## src/hw/rvh_pkg.sv

```systemverilog
package rvh_pkg;

    // register index width
    parameter int unsigned REG_ADDR_W = 5;

    // instruction word width
    parameter int unsigned INST_W = 32;

    // offset bits kept for the store-to-load address match
    parameter int unsigned IMM_W = 12;

    // program counter width
    parameter int unsigned XLEN = 64;

    // major opcodes, bits [6:0] of the instruction
    typedef enum logic [6:0] {
        OP_LOAD   = 7'b0000011,
        OP_STORE  = 7'b0100011,
        OP_IMM    = 7'b0010011,
        OP_REG    = 7'b0110011,
        OP_BRANCH = 7'b1100011,
        OP_LUI    = 7'b0110111,
        OP_JAL    = 7'b1101111,
        OP_JALR   = 7'b1100111
    } opcode_e;

    // coarse instruction class seen by the hazard logic
    typedef enum logic [2:0] {
        CLS_ALU    = 3'd0,
        CLS_LOAD   = 3'd1,
        CLS_STORE  = 3'd2,
        CLS_BRANCH = 3'd3,
        CLS_NONE   = 3'd4
    } inst_class_e;

    // stall reasons, listed in priority order
    typedef enum logic [1:0] {
        STALL_NONE       = 2'd0,
        STALL_RAW_EX     = 2'd1,
        STALL_RAW_MEM    = 2'd2,
        STALL_STORE_LOAD = 2'd3
    } stall_cause_e;

endpackage

```

## src/hw/id_decode.sv

```systemverilog
`timescale 1ns/1ps

module id_decode (
    input  logic [rvh_pkg::INST_W-1:0]     id_inst,
    output logic [rvh_pkg::REG_ADDR_W-1:0] rs1,
    output logic [rvh_pkg::REG_ADDR_W-1:0] rs2,
    output logic                           rs1_used,
    output logic                           rs2_used,
    output logic [rvh_pkg::REG_ADDR_W-1:0] rd,
    output logic                           rd_we,
    output logic [rvh_pkg::IMM_W-1:0]      offset,
    output rvh_pkg::inst_class_e           inst_class
);

    rvh_pkg::opcode_e opcode;
    logic             writes_rd;

    assign opcode = rvh_pkg::opcode_e'(id_inst[6:0]);

    // register fields sit at fixed positions in every format
    assign rs1 = id_inst[19:15];
    assign rs2 = id_inst[24:20];
    assign rd  = id_inst[11:7];

    // x0 is never a real destination
    assign rd_we = writes_rd && (rd != '0);

    // S offset for stores, I offset for everything else
    assign offset = (opcode == rvh_pkg::OP_STORE) ? {id_inst[31:25], id_inst[11:7]}
                                                  : id_inst[31:20];

    always_comb begin
        rs1_used   = 1'b0;
        rs2_used   = 1'b0;
        writes_rd  = 1'b0;
        inst_class = rvh_pkg::CLS_NONE;
        case (opcode)
            rvh_pkg::OP_LOAD: begin
                rs1_used   = 1'b1;
                writes_rd  = 1'b1;
                inst_class = rvh_pkg::CLS_LOAD;
            end
            rvh_pkg::OP_STORE: begin
                rs1_used   = 1'b1;
                rs2_used   = 1'b1;
                inst_class = rvh_pkg::CLS_STORE;
            end
            rvh_pkg::OP_IMM,
            rvh_pkg::OP_JALR: begin
                rs1_used   = 1'b1;
                writes_rd  = 1'b1;
                inst_class = rvh_pkg::CLS_ALU;
            end
            rvh_pkg::OP_REG: begin
                rs1_used   = 1'b1;
                rs2_used   = 1'b1;
                writes_rd  = 1'b1;
                inst_class = rvh_pkg::CLS_ALU;
            end
            rvh_pkg::OP_BRANCH: begin
                rs1_used   = 1'b1;
                rs2_used   = 1'b1;
                inst_class = rvh_pkg::CLS_BRANCH;
            end
            // lui and jal read no registers
            rvh_pkg::OP_LUI,
            rvh_pkg::OP_JAL: begin
                writes_rd  = 1'b1;
                inst_class = rvh_pkg::CLS_ALU;
            end
            default: begin
                // unknown opcode, treated as a nop
                inst_class = rvh_pkg::CLS_NONE;
            end
        endcase
    end

endmodule

```

## src/hw/inflight_track.sv

```systemverilog
`timescale 1ns/1ps

module inflight_track (
    input  logic                           clk,
    input  logic                           rst_n,
    input  logic                           id_valid,
    input  logic                           stall_id,
    input  logic [rvh_pkg::REG_ADDR_W-1:0] rd,
    input  logic                           rd_we,
    input  logic [rvh_pkg::REG_ADDR_W-1:0] rs1,
    input  logic [rvh_pkg::IMM_W-1:0]      offset,
    input  rvh_pkg::inst_class_e           inst_class,
    output logic [rvh_pkg::REG_ADDR_W-1:0] ex_rd,
    output logic                           ex_rd_we,
    output rvh_pkg::inst_class_e           ex_class,
    output logic [rvh_pkg::REG_ADDR_W-1:0] ex_rs1,
    output logic [rvh_pkg::IMM_W-1:0]      ex_offset,
    output logic [rvh_pkg::REG_ADDR_W-1:0] mem_rd,
    output logic                           mem_rd_we
);

    logic issue;

    // ID moves to EX only when valid and not held
    assign issue = id_valid && !stall_id;

    // control state, a bubble after reset
    always_ff @(posedge clk or negedge rst_n) begin
        if (!rst_n) begin
            ex_rd_we  <= 1'b0;
            ex_class  <= rvh_pkg::CLS_NONE;
            mem_rd_we <= 1'b0;
        end else begin
            if (issue) begin
                ex_rd_we <= rd_we;
                ex_class <= inst_class;
            end else begin
                ex_rd_we <= 1'b0;
                ex_class <= rvh_pkg::CLS_NONE;
            end
            // MEM always follows EX
            mem_rd_we <= ex_rd_we;
        end
    end

    // payload fields
    // only meaningful when the matching control bits say so
    always_ff @(posedge clk) begin
        ex_rd     <= rd;
        ex_rs1    <= rs1;
        ex_offset <= offset;
        mem_rd    <= ex_rd;
    end

    // decode must never hand a write to x0 down the pipe
    a_no_x0_write : assert property (
        @(posedge clk) disable iff (!rst_n)
        ex_rd_we |-> (ex_rd != '0)
    ) else $error("EX stage marks a write to x0");

endmodule

```

## src/hw/hazard_detect.sv

```systemverilog
`timescale 1ns/1ps

module hazard_detect (
    input  logic                           clk,
    input  logic                           rst_n,
    input  logic                           id_valid,
    input  logic [rvh_pkg::REG_ADDR_W-1:0] rs1,
    input  logic [rvh_pkg::REG_ADDR_W-1:0] rs2,
    input  logic                           rs1_used,
    input  logic                           rs2_used,
    input  rvh_pkg::inst_class_e           inst_class,
    input  logic [rvh_pkg::IMM_W-1:0]      offset,
    input  logic [rvh_pkg::REG_ADDR_W-1:0] ex_rd,
    input  logic                           ex_rd_we,
    input  rvh_pkg::inst_class_e           ex_class,
    input  logic [rvh_pkg::REG_ADDR_W-1:0] ex_rs1,
    input  logic [rvh_pkg::IMM_W-1:0]      ex_offset,
    input  logic [rvh_pkg::REG_ADDR_W-1:0] mem_rd,
    input  logic                           mem_rd_we,
    output rvh_pkg::stall_cause_e          cause
);

    logic rs1_hit_ex;
    logic rs2_hit_ex;
    logic rs1_hit_mem;
    logic rs2_hit_mem;
    logic raw_ex;
    logic raw_mem;
    logic store_load;

    // source matches against the EX destination
    assign rs1_hit_ex = rs1_used && (rs1 == ex_rd);
    assign rs2_hit_ex = rs2_used && (rs2 == ex_rd);
    assign raw_ex     = ex_rd_we && (rs1_hit_ex || rs2_hit_ex);

    // same against MEM
    assign rs1_hit_mem = rs1_used && (rs1 == mem_rd);
    assign rs2_hit_mem = rs2_used && (rs2 == mem_rd);
    assign raw_mem     = mem_rd_we && (rs1_hit_mem || rs2_hit_mem);

    // Conservative address match: same base register index and same
    // 12-bit offset. Register contents are not known here.
    assign store_load = (inst_class == rvh_pkg::CLS_LOAD)
                     && (ex_class == rvh_pkg::CLS_STORE)
                     && (rs1 == ex_rs1)
                     && (offset == ex_offset);

    always_comb begin
        if (!id_valid) begin
            cause = rvh_pkg::STALL_NONE;
        end else if (raw_ex) begin
            cause = rvh_pkg::STALL_RAW_EX;
        end else if (raw_mem) begin
            cause = rvh_pkg::STALL_RAW_MEM;
        end else if (store_load) begin
            cause = rvh_pkg::STALL_STORE_LOAD;
        end else begin
            cause = rvh_pkg::STALL_NONE;
        end
    end

    a_cause_legal : assert property (
        @(posedge clk) disable iff (!rst_n)
        cause inside {rvh_pkg::STALL_NONE, rvh_pkg::STALL_RAW_EX,
                      rvh_pkg::STALL_RAW_MEM, rvh_pkg::STALL_STORE_LOAD}
    ) else $error("illegal stall cause %0h", cause);

    // the tracker must really hold a store when this cause fires
    a_store_in_ex : assert property (
        @(posedge clk) disable iff (!rst_n)
        (cause == rvh_pkg::STALL_STORE_LOAD) |-> (ex_class == rvh_pkg::CLS_STORE)
    ) else $error("store-to-load stall without a store in EX");

endmodule

```

## src/hw/stall_ctrl.sv

```systemverilog
`timescale 1ns/1ps

module stall_ctrl #(
    parameter int unsigned CNT_W = 16
) (
    input  logic                  clk,
    input  logic                  rst_n,
    input  rvh_pkg::stall_cause_e cause,
    input  logic                  cnt_clr,
    output logic                  stall_id,
    output rvh_pkg::stall_cause_e stall_cause,
    output logic [CNT_W-1:0]      cnt_raw_ex,
    output logic [CNT_W-1:0]      cnt_raw_mem,
    output logic [CNT_W-1:0]      cnt_store_load
);

    // combinational hold request for the ID driver
    assign stall_id    = (cause != rvh_pkg::STALL_NONE);
    assign stall_cause = cause;

    // per-cause stall counters, saturating at all ones
    always_ff @(posedge clk or negedge rst_n) begin
        if (!rst_n) begin
            cnt_raw_ex     <= '0;
            cnt_raw_mem    <= '0;
            cnt_store_load <= '0;
        end else if (cnt_clr) begin
            cnt_raw_ex     <= '0;
            cnt_raw_mem    <= '0;
            cnt_store_load <= '0;
        end else begin
            case (cause)
                rvh_pkg::STALL_RAW_EX: begin
                    if (cnt_raw_ex != '1)
                        cnt_raw_ex <= cnt_raw_ex + 1'b1;
                end
                rvh_pkg::STALL_RAW_MEM: begin
                    if (cnt_raw_mem != '1)
                        cnt_raw_mem <= cnt_raw_mem + 1'b1;
                end
                rvh_pkg::STALL_STORE_LOAD: begin
                    if (cnt_store_load != '1)
                        cnt_store_load <= cnt_store_load + 1'b1;
                end
                default: begin
                    // no stall this cycle
                end
            endcase
        end
    end

    a_raw_ex_sat : assert property (
        @(posedge clk) disable iff (!rst_n)
        ((cnt_raw_ex == '1) && !cnt_clr) |=> (cnt_raw_ex != '0)
    ) else $error("cnt_raw_ex wrapped");

    a_raw_mem_sat : assert property (
        @(posedge clk) disable iff (!rst_n)
        ((cnt_raw_mem == '1) && !cnt_clr) |=> (cnt_raw_mem != '0)
    ) else $error("cnt_raw_mem wrapped");

    a_store_load_sat : assert property (
        @(posedge clk) disable iff (!rst_n)
        ((cnt_store_load == '1) && !cnt_clr) |=> (cnt_store_load != '0)
    ) else $error("cnt_store_load wrapped");

endmodule

```

## src/hw/hazard_unit_top.sv

```systemverilog
`timescale 1ns/1ps

module hazard_unit_top #(
    parameter int unsigned CNT_W = 16
) (
    input  logic                        clk,
    input  logic                        rst_n,
    input  logic                        id_valid,
    input  logic [rvh_pkg::INST_W-1:0]  id_inst,
    // id_pc is not used by the hazard logic
    // it only lets the ID driver log a stall against its PC
    input  logic [rvh_pkg::XLEN-1:0]    id_pc,
    input  logic                        cnt_clr,
    output logic                        stall_id,
    output rvh_pkg::stall_cause_e       stall_cause,
    output logic [CNT_W-1:0]            cnt_raw_ex,
    output logic [CNT_W-1:0]            cnt_raw_mem,
    output logic [CNT_W-1:0]            cnt_store_load
);

    // decoded ID fields
    logic [rvh_pkg::REG_ADDR_W-1:0] rs1;
    logic [rvh_pkg::REG_ADDR_W-1:0] rs2;
    logic                           rs1_used;
    logic                           rs2_used;
    logic [rvh_pkg::REG_ADDR_W-1:0] rd;
    logic                           rd_we;
    logic [rvh_pkg::IMM_W-1:0]      offset;
    rvh_pkg::inst_class_e           inst_class;

    // EX and MEM shadows
    logic [rvh_pkg::REG_ADDR_W-1:0] ex_rd;
    logic                           ex_rd_we;
    rvh_pkg::inst_class_e           ex_class;
    logic [rvh_pkg::REG_ADDR_W-1:0] ex_rs1;
    logic [rvh_pkg::IMM_W-1:0]      ex_offset;
    logic [rvh_pkg::REG_ADDR_W-1:0] mem_rd;
    logic                           mem_rd_we;

    rvh_pkg::stall_cause_e          cause;

    id_decode i_id_decode (
        .id_inst    (id_inst),
        .rs1        (rs1),
        .rs2        (rs2),
        .rs1_used   (rs1_used),
        .rs2_used   (rs2_used),
        .rd         (rd),
        .rd_we      (rd_we),
        .offset     (offset),
        .inst_class (inst_class)
    );

    inflight_track i_inflight_track (
        .clk        (clk),
        .rst_n      (rst_n),
        .id_valid   (id_valid),
        .stall_id   (stall_id),
        .rd         (rd),
        .rd_we      (rd_we),
        .rs1        (rs1),
        .offset     (offset),
        .inst_class (inst_class),
        .ex_rd      (ex_rd),
        .ex_rd_we   (ex_rd_we),
        .ex_class   (ex_class),
        .ex_rs1     (ex_rs1),
        .ex_offset  (ex_offset),
        .mem_rd     (mem_rd),
        .mem_rd_we  (mem_rd_we)
    );

    hazard_detect i_hazard_detect (
        .clk        (clk),
        .rst_n      (rst_n),
        .id_valid   (id_valid),
        .rs1        (rs1),
        .rs2        (rs2),
        .rs1_used   (rs1_used),
        .rs2_used   (rs2_used),
        .inst_class (inst_class),
        .offset     (offset),
        .ex_rd      (ex_rd),
        .ex_rd_we   (ex_rd_we),
        .ex_class   (ex_class),
        .ex_rs1     (ex_rs1),
        .ex_offset  (ex_offset),
        .mem_rd     (mem_rd),
        .mem_rd_we  (mem_rd_we),
        .cause      (cause)
    );

    stall_ctrl #(
        .CNT_W (CNT_W)
    ) i_stall_ctrl (
        .clk            (clk),
        .rst_n          (rst_n),
        .cause          (cause),
        .cnt_clr        (cnt_clr),
        .stall_id       (stall_id),
        .stall_cause    (stall_cause),
        .cnt_raw_ex     (cnt_raw_ex),
        .cnt_raw_mem    (cnt_raw_mem),
        .cnt_store_load (cnt_store_load)
    );

endmodule

```

## config.mk

```make
export PLATFORM = sky130hd
export DESIGN_NAME = hazard_unit_top
export DESIGN_NICKNAME = d
export VERILOG_FILES = /design/src/hw/rvh_pkg.sv /design/src/hw/id_decode.sv /design/src/hw/inflight_track.sv /design/src/hw/hazard_detect.sv /design/src/hw/stall_ctrl.sv /design/src/hw/hazard_unit_top.sv
export SDC_FILE = /design/constraint.sdc
export NUM_CORES = 1
export LEC_CHECK = 0
export BUFFER_PORTS_ARGS = -buffer_cell sky130_fd_sc_hd__buf_2
export CAP_MARGIN = 25
export CORE_MARGIN = 1
export CORE_UTILIZATION = 34
export CTS_BUF_LIST = sky130_fd_sc_hd__clkbuf_2
export DETAILED_ROUTE_END_ITERATION = 8
export SKIP_CTS_REPAIR_TIMING = 1
export SLEW_MARGIN = 30
export SYNTH_ARGS = -nofsm -noshare
export SYNTH_HDL_FRONTEND = slang
export SYNTH_SLANG_ARGS = --single-unit
```

## constraint.sdc

```tcl
create_clock -name clk -period 3.47 [get_ports clk]
set_clock_uncertainty 0.15 [all_clocks]
set_input_delay 0.347 -clock clk [delete_from_list [all_inputs] [get_ports clk]]
set_output_delay 0.347 -clock clk [all_outputs]
set_load 0.02 [all_outputs]
```

==> impl_results.md <==
- Status: completed
- Drt pass-1 iters: 4
- Slowest CP cell: or4_4
- Post-DP HPWL: 8580 µm
- Synth warnings: 0
- Post-synth EDFFs: 0
- Worst-path clk slew: between 0.2 and 0.25 ns
- Total GRT Usage: around 18%
- First-pass GRT wire length: 18,900 µm
- CTS tree: built
- Seq/Total Area, Yosys: 41.3%
- Maximum vdd drop: about 0.21 mV
- Hold Path Class: input port to register
- Crit-path max FO: 8
- Synth unique cells: 52
- Most frequent cells in the layout: buf_2, dfrtp_1, nor2_1
- Power per cell area: just over 300 nW/µm²
- Top FF cell, synth: dfrtp_1
- Post-Syn Area: approximately 4500 µm²
- Mean number of vias per cell: around 5.4
- Crit path DAT: around 2.8 ns
- WL final: 12,000 µm
- CP max stage delay: between 0.5 and 0.6 ns
- Setup crit end kind: output port
- Placed Instance Area: slightly above 5000 µm²
- Core Region: between 10,000 and 15,000 µm²
- Multi-input gate area: 2510 µm²
- Most common cell after layout, fill and taps aside: buf_2
- Total number of vias: between 4k and 5k
- Ports: approximately 150
- Largest net degree at the start of global routing: between 50 and 60
- Initial core utilization: between 30% and 40%
- Share of layout cells above drive strength 1: 23.2%
- Synth area leader: dfrtp_1
- Synthesized net count: 601
- Initial antenna violation count: 2
- Area delta synth->final: 23.5%
- Final slew viol count: 0
- IO Port Bufs: 83
- Clk Tree Root Cell: clkbuf_2
- Final hold vios: 0
- Row count: 41
- Maximum clock rate: ~0.3 GHz
- Die area: 13,800 µm²
- Crit start category: input port
- Top cell by count, worst path: buf_2
- Max Cap Violations: 0
- Top cells by area, synth: dfrtp_1, dfxtp_1, mux2_2
- WL/cell: ~15 µm
- Worst path required time: ~3.0 ns
- Worst-Margin Slew: 0.821 ns
- Post-Route Utilization: a little over two fifths
- WHS: between 0.02 and 0.025 ns
- Clock latency on the worst-skew pair: between 0.5 and 0.6 ns
- Clock sinks: 80
- Fin nets: around 700
- Fin crit period: approximately 3.3 ns
- Placed Cells incl. Taps: about 740
- Worst-path cell chain: dlygate4sd3_1, buf_2, or3b_4, or4_4, nand2_1, nand4_1, a21oi_1, buf_2
- Grt total ovfl: 0
- Total CTS buffers: 9
- Kind of critical path: input port to output port
- Syn Inst Count: roughly 500
- Worst reg-to-reg setup slack: around 0.59 ns
- Routed Antenna Nets: 0
- Max clock buf depth: 2
- Gpl congestion: roughly 0.85
- Worst slew margin: around 45%
- Synthesis-stage register bit count: 80
- Post-synth top area share: between 20 and 30%
- Number of global-route vias before repair: between 3k and 4k
- Die W: approximately 120 µm
- Ys async rst share: 66.3%
- Fin area: between 5000 and 6000 µm²
- Filler instances: around 1.3k
- Reg area: around 1900 µm²
- Avg Cell Area, Syn: ~9.1 µm²
- Setup TNS: 0 ns
- Final worst-path cycle share: a little over nine tenths
- LEAKAGE: about 2.3 nW
- Initial drt markers: between 200 and 300
- Setup violators final: 0
- RSZ-0062 raised after global routing: false
- H-tree depth: 3
- Finished Layout Cells: 791
- Die height: between 100 and 150 µm
- Remaining DRCs: 0
[power breakdown]
part           internal, mW  leakage [nW]  switching [mW]
clock                 0.244        0.0836           0.333
combinational        0.0874          1.26           0.112
sequential            0.947         0.965          0.0119
total                  1.28          2.31           0.457
[cells in the mapped netlist, types with 17 or more instances]
library cell	instances
xnor2_1	24
clkbuf_1	17
nor2_1	35
nand4_1	31
dfrtp_1	52
o31ai_1	17
mux2_2	21
dfxtp_1	27
nand2_1	27
nor2b_1	25
a21oi_1	32
or4_1	20
nor3_1	21
nand3_1	25
[final timing paths]
path / start / endpoint / cells past startpoint
setup / recovery: id_inst[4] / stall_cause[0] / 8
max in group asynchronous: rst_n / i_inflight_track.ex_class[2]$_DFF_PN1_ / 3
hold reg to reg: i_inflight_track.ex_rd[3]$_DFF_P_ / i_inflight_track.mem_rd[3]$_DFF_P_ / 0
min in group asynchronous: rst_n / i_stall_ctrl.cnt_raw_mem[1]$_DFFE_PN0P_ / 2
setup reg to reg: i_inflight_track.ex_class[0]$_DFF_PN0_ / i_stall_ctrl.cnt_store_load[15]$_DFFE_PN0P_ / 7
hold / removal: id_valid / i_inflight_track.ex_class[1]$_DFF_PN0_ / 4
[through the flow]
step / worst slack, ns / power [mW]
floorplan: 0.606 / 1.07
global placement: 0.364 / 1.14
detailed placement: 0.370 / 1.15
CTS: 0.343 / 1.73
global route: 0.121 / 1.82
finish: 0.206 / 1.74
[layer usage]
metal | global-route usage (%) | wire length (µm) | share of wire, %
met5 | 0 | 0 | 0
met4 | 7.59 | 230 | 1.9
met3 | 3.81 | 530 | 4.4
met2 | 28.4 | 5710 | 48
met1 | 23.6 | 5500 | 46
[sequential cells by signal, indices dropped and copies added, names as in the netlist, 3 cells and up]
name                         count
i_inflight_track.mem_rd          5
i_stall_ctrl.cnt_store_load     16
i_inflight_track.ex_offset      12
i_stall_ctrl.cnt_raw_mem        16
i_stall_ctrl.cnt_raw_ex         16
i_inflight_track.ex_class        3
i_inflight_track.ex_rd           5
i_inflight_track.ex_rs1          5
[final cells by class]
type | instances | area share [%]
Sequential cell | 80 | 33.5
Multi-Input combinational cell | 385 | 45.0
Inverter | 11 | 0.740
Clock inverter | 4 | 1.23
Clock buffer | 12 | 1.08
Antenna cell | 3 | 0.135
Tap cell | 172 | 3.86
Timing Repair Buffer | 124 | 14.5
[critical path: cells and delay by family]
family / cells / cell delay (ns)
AO/OA/AOI/OAI: 1 / 0.27
AND/OR/NAND/NOR: 4 / 1.24
buffers and inverters: 3 / 0.91
[kinds of logic after synthesis]
| group | share of synthesized area [%] |
|---|---|
| AND/OR/NAND/NOR | 29.9 |
| XOR/XNOR | 7.75 |
| AO/OA/AOI/OAI | 11.3 |
| adder cells (fa/ha/maj) | 0.831 |
| buffers and inverters | 3.18 |
| multiplexers | 5.68 |
| flip-flops | 41.3 |
Note: power is estimated with default switching activity, not from simulation.
